<file path="src/databus_pkg.sv">
package databus_pkg;

  localparam int ADDR_W    = 32;
  localparam int DATA_W    = 32;
  localparam int STRB_W    = 4;
  localparam int LEN_W     = 8;   // Beats minus one
  localparam int N_UNITS   = 2;
  localparam int UNIT_W    = 1;
  localparam int MAX_BURST = 16;  // Also the 64-byte line in words

  // Byte offset bits in a word and word index bits in a line
  localparam int BYTE_W  = $clog2(STRB_W);
  localparam int BURST_W = $clog2(MAX_BURST);

  typedef logic [ADDR_W-1:0] addr_t;
  typedef logic [DATA_W-1:0] word_t;
  typedef logic [STRB_W-1:0] strb_t;
  typedef logic [LEN_W-1:0]  len_t;
  typedef logic [UNIT_W-1:0] unit_t;

  typedef struct packed {
    logic  valid;
    addr_t addr;
    word_t wdata;
    strb_t wstrb;   // Zero for a read
    len_t  len;
  } databus_req_t;

  typedef struct packed {
    logic  ready;
    logic  last;
    word_t rdata;
  } databus_resp_t;

  // Shared by AW and AR
  typedef struct packed {
    addr_t addr;
    len_t  len;
  } axi_ax_t;

  typedef struct packed {
    word_t data;
    strb_t strb;
    logic  last;
  } axi_w_t;

  typedef struct packed {
    word_t data;
    logic  last;
  } axi_r_t;

  // Granted request as seen by an engine
  typedef struct packed {
    addr_t addr;
    len_t  len;
    word_t wdata;
    strb_t wstrb;
  } xfer_t;

  typedef enum logic [1:0] {ST_IDLE, ST_ADDR, ST_DATA} eng_state_t;

endpackage

</file>
<file path="src/databus_merge.sv">
`timescale 1ns/1ns

module databus_merge (
  input  logic                       clk,
  input  logic                       rst,
  input  databus_pkg::databus_req_t  unit_req [databus_pkg::N_UNITS],
  output databus_pkg::databus_resp_t unit_resp [databus_pkg::N_UNITS],
  output logic                       wr_busy,
  output logic                       rd_busy,
  output databus_pkg::xfer_t         wr_xfer,
  output databus_pkg::xfer_t         rd_xfer,
  output logic                       wr_beat_valid,
  output logic                       rd_beat_valid,
  input  logic                       wr_beat_ready,
  input  logic                       wr_beat_last,
  input  logic                       rd_beat_ready,
  input  logic                       rd_beat_last,
  input  databus_pkg::word_t         rd_data
);
  import databus_pkg::*;

  unit_t        wr_unit;
  unit_t        rd_unit;
  logic         wr_req;
  logic         rd_req;
  unit_t        wr_pick;
  unit_t        rd_pick;
  databus_req_t wr_src;
  databus_req_t rd_src;

  // Later units overwrite earlier ones, so the highest index wins
  always_comb begin
    wr_req  = 1'b0;
    rd_req  = 1'b0;
    wr_pick = '0;
    rd_pick = '0;
    for (int i = 0; i < N_UNITS; i++) begin
      if (unit_req[i].valid) begin
        if (|unit_req[i].wstrb) begin
          wr_req  = 1'b1;
          wr_pick = unit_t'(i);
        end else begin
          rd_req  = 1'b1;
          rd_pick = unit_t'(i);
        end
      end
    end
  end

  // Each channel is held by one unit until its last beat goes through
  always_ff @(posedge clk or posedge rst) begin
    if (rst) begin
      wr_busy <= 1'b0;
      wr_unit <= '0;
      rd_busy <= 1'b0;
      rd_unit <= '0;
    end else begin
      if (!wr_busy && wr_req) begin
        wr_busy <= 1'b1;
        wr_unit <= wr_pick;
      end else if (wr_beat_valid && wr_beat_ready && wr_beat_last) begin
        wr_busy <= 1'b0;
      end

      if (!rd_busy && rd_req) begin
        rd_busy <= 1'b1;
        rd_unit <= rd_pick;
      end else if (rd_beat_valid && rd_beat_ready && rd_beat_last) begin
        rd_busy <= 1'b0;
      end
    end
  end

  assign wr_src = unit_req[wr_unit];
  assign rd_src = unit_req[rd_unit];

  assign wr_xfer = '{
    addr:  wr_src.addr,
    len:   wr_src.len,
    wdata: wr_src.wdata,
    wstrb: wr_src.wstrb
  };
  assign rd_xfer = '{addr: rd_src.addr, len: rd_src.len, wdata: '0, wstrb: '0};

  assign wr_beat_valid = wr_busy && wr_src.valid;
  assign rd_beat_valid = rd_busy && rd_src.valid;

  // Ready and last reach only the granted unit
  for (genvar g = 0; g < N_UNITS; g++) begin : g_resp
    logic wr_hit;
    logic rd_hit;

    assign wr_hit = wr_busy && (wr_unit == unit_t'(g)) && wr_beat_ready;
    assign rd_hit = rd_busy && (rd_unit == unit_t'(g)) && rd_beat_ready;

    assign unit_resp[g] = '{
      ready: wr_hit || rd_hit,
      last:  (wr_hit && wr_beat_last) || (rd_hit && rd_beat_last),
      rdata: rd_hit ? rd_data : '0
    };
  end

endmodule

</file>
<file path="src/burst_splitter.sv">
`timescale 1ns/1ns

module burst_splitter (
  input  logic               clk,
  input  logic               rst,
  input  logic               start,
  input  databus_pkg::xfer_t xfer,
  input  logic               burst_done,
  output databus_pkg::addr_t burst_addr,
  output databus_pkg::len_t  burst_len,
  output logic               final_burst
);
  import databus_pkg::*;

  addr_t            cur_addr;
  logic [LEN_W:0]   beats_left;   // Up to 256 words
  logic [BURST_W:0] bound_beats;
  logic [LEN_W:0]   burst_beats;

  // Words left before the next line boundary
  assign bound_beats = (BURST_W+1)'(MAX_BURST)
                     - {1'b0, cur_addr[BYTE_W+BURST_W-1:BYTE_W]};

  always_comb begin
    if (beats_left > (LEN_W+1)'(bound_beats)) begin
      burst_beats = (LEN_W+1)'(bound_beats);
    end else begin
      burst_beats = beats_left;
    end
  end

  assign burst_addr  = cur_addr;
  assign burst_len   = LEN_W'(burst_beats - 1'b1);
  assign final_burst = (burst_beats == beats_left);

  always_ff @(posedge clk or posedge rst) begin
    if (rst) begin
      cur_addr   <= '0;
      beats_left <= '0;
    end else if (start) begin
      cur_addr   <= xfer.addr;
      beats_left <= {1'b0, xfer.len} + 1'b1;
    end else if (burst_done) begin
      // Step past the words just sent
      cur_addr   <= cur_addr + (ADDR_W'(burst_beats) << BYTE_W);
      beats_left <= beats_left - burst_beats;
    end
  end

endmodule

</file>
<file path="src/axi_write_engine.sv">
`timescale 1ns/1ns

// AXI side runs 4-byte INCR bursts with ID 0, cache 2, prot 2
module axi_write_engine (
  input  logic                 clk,
  input  logic                 rst,
  input  logic                 busy,
  input  databus_pkg::xfer_t   xfer,
  input  logic                 beat_valid,
  output logic                 beat_ready,
  output logic                 beat_last,
  output logic                 split_start,
  output logic                 burst_done,
  input  databus_pkg::addr_t   burst_addr,
  input  databus_pkg::len_t    burst_len,
  input  logic                 final_burst,
  output databus_pkg::axi_ax_t aw,
  output logic                 awvalid,
  input  logic                 awready,
  output databus_pkg::axi_w_t  w,
  output logic                 wvalid,
  input  logic                 wready,
  output logic                 bready
);
  import databus_pkg::*;

  eng_state_t state;
  len_t       beat_cnt;   // Beat index in the current burst
  logic       in_data;
  logic       w_fire;

  assign in_data     = (state == ST_DATA);
  assign split_start = (state == ST_IDLE) && busy;

  assign aw = '{addr: burst_addr, len: burst_len};
  assign w  = '{data: xfer.wdata, strb: xfer.wstrb, last: beat_cnt == burst_len};

  assign wvalid     = in_data && beat_valid;
  assign beat_ready = in_data && wready;
  assign w_fire     = wvalid && wready;
  assign burst_done = w_fire && w.last;
  assign beat_last  = in_data && w.last && final_burst;

  assign bready = 1'b1;   // B channel ignored

  always_ff @(posedge clk or posedge rst) begin
    if (rst) begin
      state    <= ST_IDLE;
      awvalid  <= 1'b0;
      beat_cnt <= '0;
    end else begin
      case (state)
        ST_IDLE: begin
          if (busy) begin
            state   <= ST_ADDR;
            awvalid <= 1'b1;
          end
        end
        ST_ADDR: begin
          if (awready) begin
            state   <= ST_DATA;
            awvalid <= 1'b0;
          end
        end
        ST_DATA: begin
          if (w_fire) begin
            if (w.last) begin
              beat_cnt <= '0;
              if (final_burst) begin
                state <= ST_IDLE;
              end else begin
                // Next burst address goes out right away
                state   <= ST_ADDR;
                awvalid <= 1'b1;
              end
            end else begin
              beat_cnt <= beat_cnt + 1'b1;
            end
          end
        end
        default: state <= ST_IDLE;
      endcase
    end
  end

endmodule

</file>
<file path="src/axi_read_engine.sv">
`timescale 1ns/1ns

// Same burst shape as the write side; rlast from the slave ends each burst
module axi_read_engine (
  input  logic                 clk,
  input  logic                 rst,
  input  logic                 busy,
  input  logic                 beat_valid,
  output logic                 beat_ready,
  output logic                 beat_last,
  output databus_pkg::word_t   beat_data,
  output logic                 split_start,
  output logic                 burst_done,
  input  databus_pkg::addr_t   burst_addr,
  input  databus_pkg::len_t    burst_len,
  input  logic                 final_burst,
  output databus_pkg::axi_ax_t ar,
  output logic                 arvalid,
  input  logic                 arready,
  input  databus_pkg::axi_r_t  r,
  input  logic                 rvalid,
  output logic                 rready
);
  import databus_pkg::*;

  eng_state_t state;
  logic       in_data;
  logic       r_fire;

  assign in_data     = (state == ST_DATA);
  assign split_start = (state == ST_IDLE) && busy;

  assign ar = '{addr: burst_addr, len: burst_len};

  // Unit valid paces the R channel
  assign rready     = in_data && beat_valid;
  assign beat_ready = in_data && rvalid;
  assign beat_data  = r.data;
  assign r_fire     = rvalid && rready;
  assign burst_done = r_fire && r.last;
  assign beat_last  = in_data && r.last && final_burst;

  always_ff @(posedge clk or posedge rst) begin
    if (rst) begin
      state   <= ST_IDLE;
      arvalid <= 1'b0;
    end else begin
      case (state)
        ST_IDLE: begin
          if (busy) begin
            state   <= ST_ADDR;
            arvalid <= 1'b1;
          end
        end
        ST_ADDR: begin
          if (arready) begin
            state   <= ST_DATA;
            arvalid <= 1'b0;
          end
        end
        ST_DATA: begin
          if (r_fire && r.last) begin
            if (final_burst) begin
              state <= ST_IDLE;
            end else begin
              state   <= ST_ADDR;
              arvalid <= 1'b1;
            end
          end
        end
        default: state <= ST_IDLE;
      endcase
    end
  end

endmodule

</file>
<file path="src/databus_axi_top.sv">
`timescale 1ns/1ns

module databus_axi_top (
  input  logic                       clk,
  input  logic                       rst,
  input  databus_pkg::databus_req_t  unit_req [databus_pkg::N_UNITS],
  output databus_pkg::databus_resp_t unit_resp [databus_pkg::N_UNITS],
  output databus_pkg::axi_ax_t       aw,
  output logic                       awvalid,
  input  logic                       awready,
  output databus_pkg::axi_w_t        w,
  output logic                       wvalid,
  input  logic                       wready,
  input  logic                       bvalid,    // Responses not tracked
  output logic                       bready,
  output databus_pkg::axi_ax_t       ar,
  output logic                       arvalid,
  input  logic                       arready,
  input  databus_pkg::axi_r_t        r,
  input  logic                       rvalid,
  output logic                       rready
);
  import databus_pkg::*;

  logic  wr_busy, wr_beat_valid, wr_beat_ready, wr_beat_last;
  logic  rd_busy, rd_beat_valid, rd_beat_ready, rd_beat_last;
  xfer_t wr_xfer, rd_xfer;
  word_t rd_data;

  logic  wr_split_start, wr_burst_done, wr_final_burst;
  logic  rd_split_start, rd_burst_done, rd_final_burst;
  addr_t wr_burst_addr, rd_burst_addr;
  len_t  wr_burst_len, rd_burst_len;

  databus_merge merge_i (
    .clk(clk), .rst(rst),
    .unit_req(unit_req), .unit_resp(unit_resp),
    .wr_busy(wr_busy), .rd_busy(rd_busy),
    .wr_xfer(wr_xfer), .rd_xfer(rd_xfer),
    .wr_beat_valid(wr_beat_valid), .rd_beat_valid(rd_beat_valid),
    .wr_beat_ready(wr_beat_ready), .wr_beat_last(wr_beat_last),
    .rd_beat_ready(rd_beat_ready), .rd_beat_last(rd_beat_last),
    .rd_data(rd_data)
  );

  burst_splitter wr_split_i (
    .clk(clk), .rst(rst), .start(wr_split_start), .xfer(wr_xfer),
    .burst_done(wr_burst_done), .burst_addr(wr_burst_addr),
    .burst_len(wr_burst_len), .final_burst(wr_final_burst)
  );

  burst_splitter rd_split_i (
    .clk(clk), .rst(rst), .start(rd_split_start), .xfer(rd_xfer),
    .burst_done(rd_burst_done), .burst_addr(rd_burst_addr),
    .burst_len(rd_burst_len), .final_burst(rd_final_burst)
  );

  axi_write_engine wr_eng_i (
    .clk(clk), .rst(rst), .busy(wr_busy), .xfer(wr_xfer),
    .beat_valid(wr_beat_valid), .beat_ready(wr_beat_ready), .beat_last(wr_beat_last),
    .split_start(wr_split_start), .burst_done(wr_burst_done),
    .burst_addr(wr_burst_addr), .burst_len(wr_burst_len), .final_burst(wr_final_burst),
    .aw(aw), .awvalid(awvalid), .awready(awready),
    .w(w), .wvalid(wvalid), .wready(wready), .bready(bready)
  );

  axi_read_engine rd_eng_i (
    .clk(clk), .rst(rst), .busy(rd_busy),
    .beat_valid(rd_beat_valid), .beat_ready(rd_beat_ready), .beat_last(rd_beat_last),
    .beat_data(rd_data),
    .split_start(rd_split_start), .burst_done(rd_burst_done),
    .burst_addr(rd_burst_addr), .burst_len(rd_burst_len), .final_burst(rd_final_burst),
    .ar(ar), .arvalid(arvalid), .arready(arready),
    .r(r), .rvalid(rvalid), .rready(rready)
  );

endmodule

</file>
<file path="config.mk">
export PLATFORM = sky130hd
export DESIGN_NAME = databus_axi_top
export DESIGN_NICKNAME = d
export VERILOG_FILES = /design/src/databus_pkg.sv /design/src/databus_merge.sv /design/src/burst_splitter.sv /design/src/axi_write_engine.sv /design/src/axi_read_engine.sv /design/src/databus_axi_top.sv
export SDC_FILE = /design/constraint.sdc
export NUM_CORES = 1
export LEC_CHECK = 0
export ABC_AREA = 0
export BUFFER_PORTS_ARGS = -buffer_cell sky130_fd_sc_hd__buf_2
export CORE_MARGIN = 5
export CORE_UTILIZATION = 46
export CTS_BUF_LIST = sky130_fd_sc_hd__clkbuf_2 sky130_fd_sc_hd__clkbuf_4 sky130_fd_sc_hd__clkbuf_8
export CTS_CLUSTER_SIZE = 40
export DETAILED_ROUTE_END_ITERATION = 12
export PLACE_DENSITY = 0.8
export SYNTH_ARGS = -nofsm -noshare
export SYNTH_HDL_FRONTEND = slang
export SYNTH_SLANG_ARGS = --single-unit
</file>
<file path="constraint.sdc">
create_clock -name clk -period 5.3 [get_ports clk]
set_input_delay 1.06 -clock clk [delete_from_list [all_inputs] [get_ports clk]]
set_output_delay 1.06 -clock clk [all_outputs]
set_load 0.005 [all_outputs]
</file>
==> qor.csv <==
metric;value;unit
yosysWarningCount;0;
drcViolationCount;0;
hpwl;28.2;mm
syn_area;9390;µm²
irDropWorstVdd;0.000258;V
path_clk_slew;0.11;ns
grt_pass1_vias;10100;
num_rows;52;
synth_area_leader_cell;dfrtp_1;
p_int;3.69;mW
min-delay-start;rd_split_i.burst_addr[0]$_DFFE_PP0P_;
grt_pass1_wl;54.6;mm
rsz0062_at_grt;yes;
numClockSinks;100;
crit_required;4.24;ns
cts_tree;done;
synth_cell_types;65;
clock.fmax;0.187;GHz
grt_usage;29.0;%
setup_slack;-0.0602;ns
p_clk_share;8.1;%
dp_slack;0.0179;ns
cts_hold_buf;0;
multi_input_area;6700;µm²
port_buffers;381;
core_area;20200;µm²
clk_path_buf_depth;2;
post-route-util;60.7;%
reg2reg_depth;19;
start_util;46.6;%
drt-wirelength-per-cell;19.5;µm
drtIter0Drc;621;
worstSkewPairLatency;0.41;ns
gp_congestion;0.916;
ys.flop_type;dfrtp_1;
die_h;153;µm
synth_edf_count;0;
holdCritPathClass;flop to flop;
critPathKind;flop to output pin;
synth_seq_cells;100;
power_switching;3.56;mW
period_share;101;%
fillerInstances;1805;
hold_violations;0;
rr_startpoint;wr_split_i.burst_addr[2]$_DFFE_PP0P_;
yosysTopAreaCellShare;26.7;%
post_dp_cell_area;11700;µm²
p_seq_share;22.4;%
ios;384;
p_per_area;592;nW/µm²
viasPerCell;5.69;
h-tree-depth;3;
grt_max_degree;71;
syn_inst;1150;
vias;10300;
min_path_cells;2;
syn_avg_cell_area;8.16;µm²
cp-end-kind;output pin;
grt_antenna_before_repair;2;
synth_seq_area_share;26.7;%
failed_checks;negative setup slack;
chipWidth;153;µm
tightest_slew;0.928;ns
yosys-top-cells-area;dfrtp_1 (27%), mux2i_1 (7.4%), ha_1 (6.0%);
critPathArrivalTime;4.30;ns
nets;1778;
overflow;0;
maxCapViolCount;0;
setup_viol;1;
finalMaxSlewViolations;0;
status;complete, but fails checks;
worstPathMaxFanout;5;
root_buffer;clkbuf_8;
critPathLaunch;wr_split_i.burst_addr[2]$_DFFE_PP0P_;
firstDrtPassIters;5;
seq_area;2510;µm²
min_period;5.36;ns
die-area;23400;µm²
comb_power_share;69.5;%
relSlewSlack;38.1;%
ant_nets;0;
synthToLayoutAreaGrowth;30.3;%
startpoint_type;flop;
cts_buffers;9;
leakage;5.77;nW
routed_wl;35.3;mm
drive_gt1_share;35.4;%
fin_worst_skew;0.0211;ns
final_area;12200;µm²
switching_share;49.1;%
async_flop_share;100;%
-- layer usage --
metal	track usage [%]	up-vias	share of wire, %
met5	0	-	0.037
met4	10.2	2	3.2
met3	5.94	70	7.9
met2	48.1	456	48
met1	37.7	4929	41
li1	-	4858	-
-- worst max-delay path, cell delays in order, from the launching register on --
cell and delay (ns):
dfrtp_2 0.45, inv_2 0.08, ha_4 0.14, or3b_4 0.40, ha_4 0.23, a211o_1 0.33
o22ai_4 0.25, mux2i_4 0.34, ha_4 0.18, buf_4 0.13, o22ai_1 0.06, a21oi_1 0.23
nand2_1 0.08, nor2_1 0.12, o41a_1 0.20, and3_4 0.22, nand2_4 0.08, o31ai_4 0.22
buf_2 0.17
-- sequential cells by signal, summed over array words and instances, names as in the netlist, 2 cells and up --
signal                 cells
rd_split_i.beats_left      9
wr_eng_i.state             2
wr_split_i.beats_left      9
rd_split_i.burst_addr     32
rd_eng_i.state             2
wr_split_i.burst_addr     32
wr_eng_i.beat_cnt          8
-- power by group through the flow --
| stage | sequential (mW) | combinational (mW) | clock (mW) |
|---|---|---|---|
| 2_1_floorplan | 1.46 | 3.19 | 0 |
| 3_3_place_gp | 1.59 | 4.53 | 0 |
| 3_5_place_dp | 1.60 | 4.65 | 0 |
| 4_1_cts | 1.60 | 4.82 | 0.597 |
| 5_1_grt | 1.68 | 5.56 | 0.627 |
| 6_report | 1.62 | 5.03 | 0.589 |
-- metrics by stage --
step	setup TNS [ns]	cells	total power, mW	hold slack (ns)
2_1_floorplan	0	1157	4.65	0.473
3_5_place_dp	0	1782	6.26	0.465
4_1_cts	-0.0171	1803	7.02	0.487
6_report	-0.0602	1812	7.25	0.487
5_1_grt	-0.473	1810	7.87	0.524
3_3_place_gp	0	1782	6.12	0.460
-- cell usage after synthesis (5+ instances only) --
cell,count
a31oi_1,27
or4_1,8
nand2_1,100
nor2b_1,40
or3_1,14
nand4_1,15
buf_1,6
mux2_2,47
nand3_1,49
xor2_1,26
a21o_1,13
nor3b_1,6
nor3_1,28
o21a_1,8
clkbuf_1,50
o22ai_1,5
nand2b_1,16
nor4_1,6
mux2i_1,69
a211oi_1,33
dfrtp_1,100
and3_1,15
a21oi_1,54
o21ai_0,61
nor2_1,69
o211ai_1,9
and4_1,5
xnor2_1,29
inv_1,51
ha_1,45
or2_2,5
and2_1,80
-- worst paths after layout --
check | slack [ns] | endpoint
setup / recovery | -0.06 | unit_resp[66]
hold / removal | 0.49 | rd_split_i.burst_addr[0]$_DFFE_PP0P_
setup reg to reg | 0.35 | wr_split_i.burst_addr[30]$_DFFE_PP0P_
hold reg to reg | 0.49 | rd_split_i.burst_addr[0]$_DFFE_PP0P_
max in group asynchronous | 3.43 | wr_eng_i.beat_cnt[0]$_DFFE_PP0P_
min in group asynchronous | 0.84 | rd_split_i.beats_left[4]$_DFFE_PP0P_
-- cell usage in the layout, fill, tap and decap left out, types with 9 or more instances in the layout --
master | Yosys | layout
a31oi_1 | 27 | 27
o211ai_1 | 9 | 9
xnor2_1 | 29 | 27
nand2_1 | 100 | 99
buf_2 | 1 | 381
clkbuf_8 | 0 | 9
nor3_1 | 28 | 26
conb_1 | 2 | 9
ha_1 | 45 | 39
xor2_1 | 26 | 26
inv_1 | 51 | 45
or3_1 | 14 | 14
nor2_1 | 69 | 67
a21oi_1 | 54 | 53
nand3_1 | 49 | 49
mux2i_1 | 69 | 67
nand2b_1 | 16 | 14
nor2b_1 | 40 | 39
dfrtp_1 | 100 | 97
and2_1 | 80 | 79
a211oi_1 | 33 | 33
nand4_1 | 15 | 15
buf_4 | 4 | 45
and3_1 | 15 | 14
o21ai_0 | 61 | 57
mux2_2 | 47 | 46
a21o_1 | 13 | 13
-- logic make-up (layout without fill, tap and decap cells) --
kind of cell,count (synthesis),after routing,share of synthesized area (%)
AND/OR/NAND/NOR,468,468,26.7
flip-flops,100,100,26.7
other,2,11,0.0800
AO/OA/AOI/OAI,247,247,16.7
buffers and inverters,112,495,4.65
XOR/XNOR,55,55,5.13
adder cells (fa/ha/maj),49,49,6.85
multiplexers,117,117,13.2
-- layout make-up --
cell class	instances	share of cell area, %
Timing Repair Buffer	428	18.5
Inverter	51	1.59
Clock inverter	7	0.839
Clock buffer	9	1.01
Antenna cell	2	0.0409
Sequential cell	100	20.5
Tap cell	270	2.76
Multi-Input combinational cell	945	54.7
-- timing repair --
action,in CTS,in global routing
pin swaps,6,11
setup buffers,5,7
cloned,0,0
setup endpoints to repair,3,13
gates resized for setup,20,21
Power figures use the tool's default switching activity.
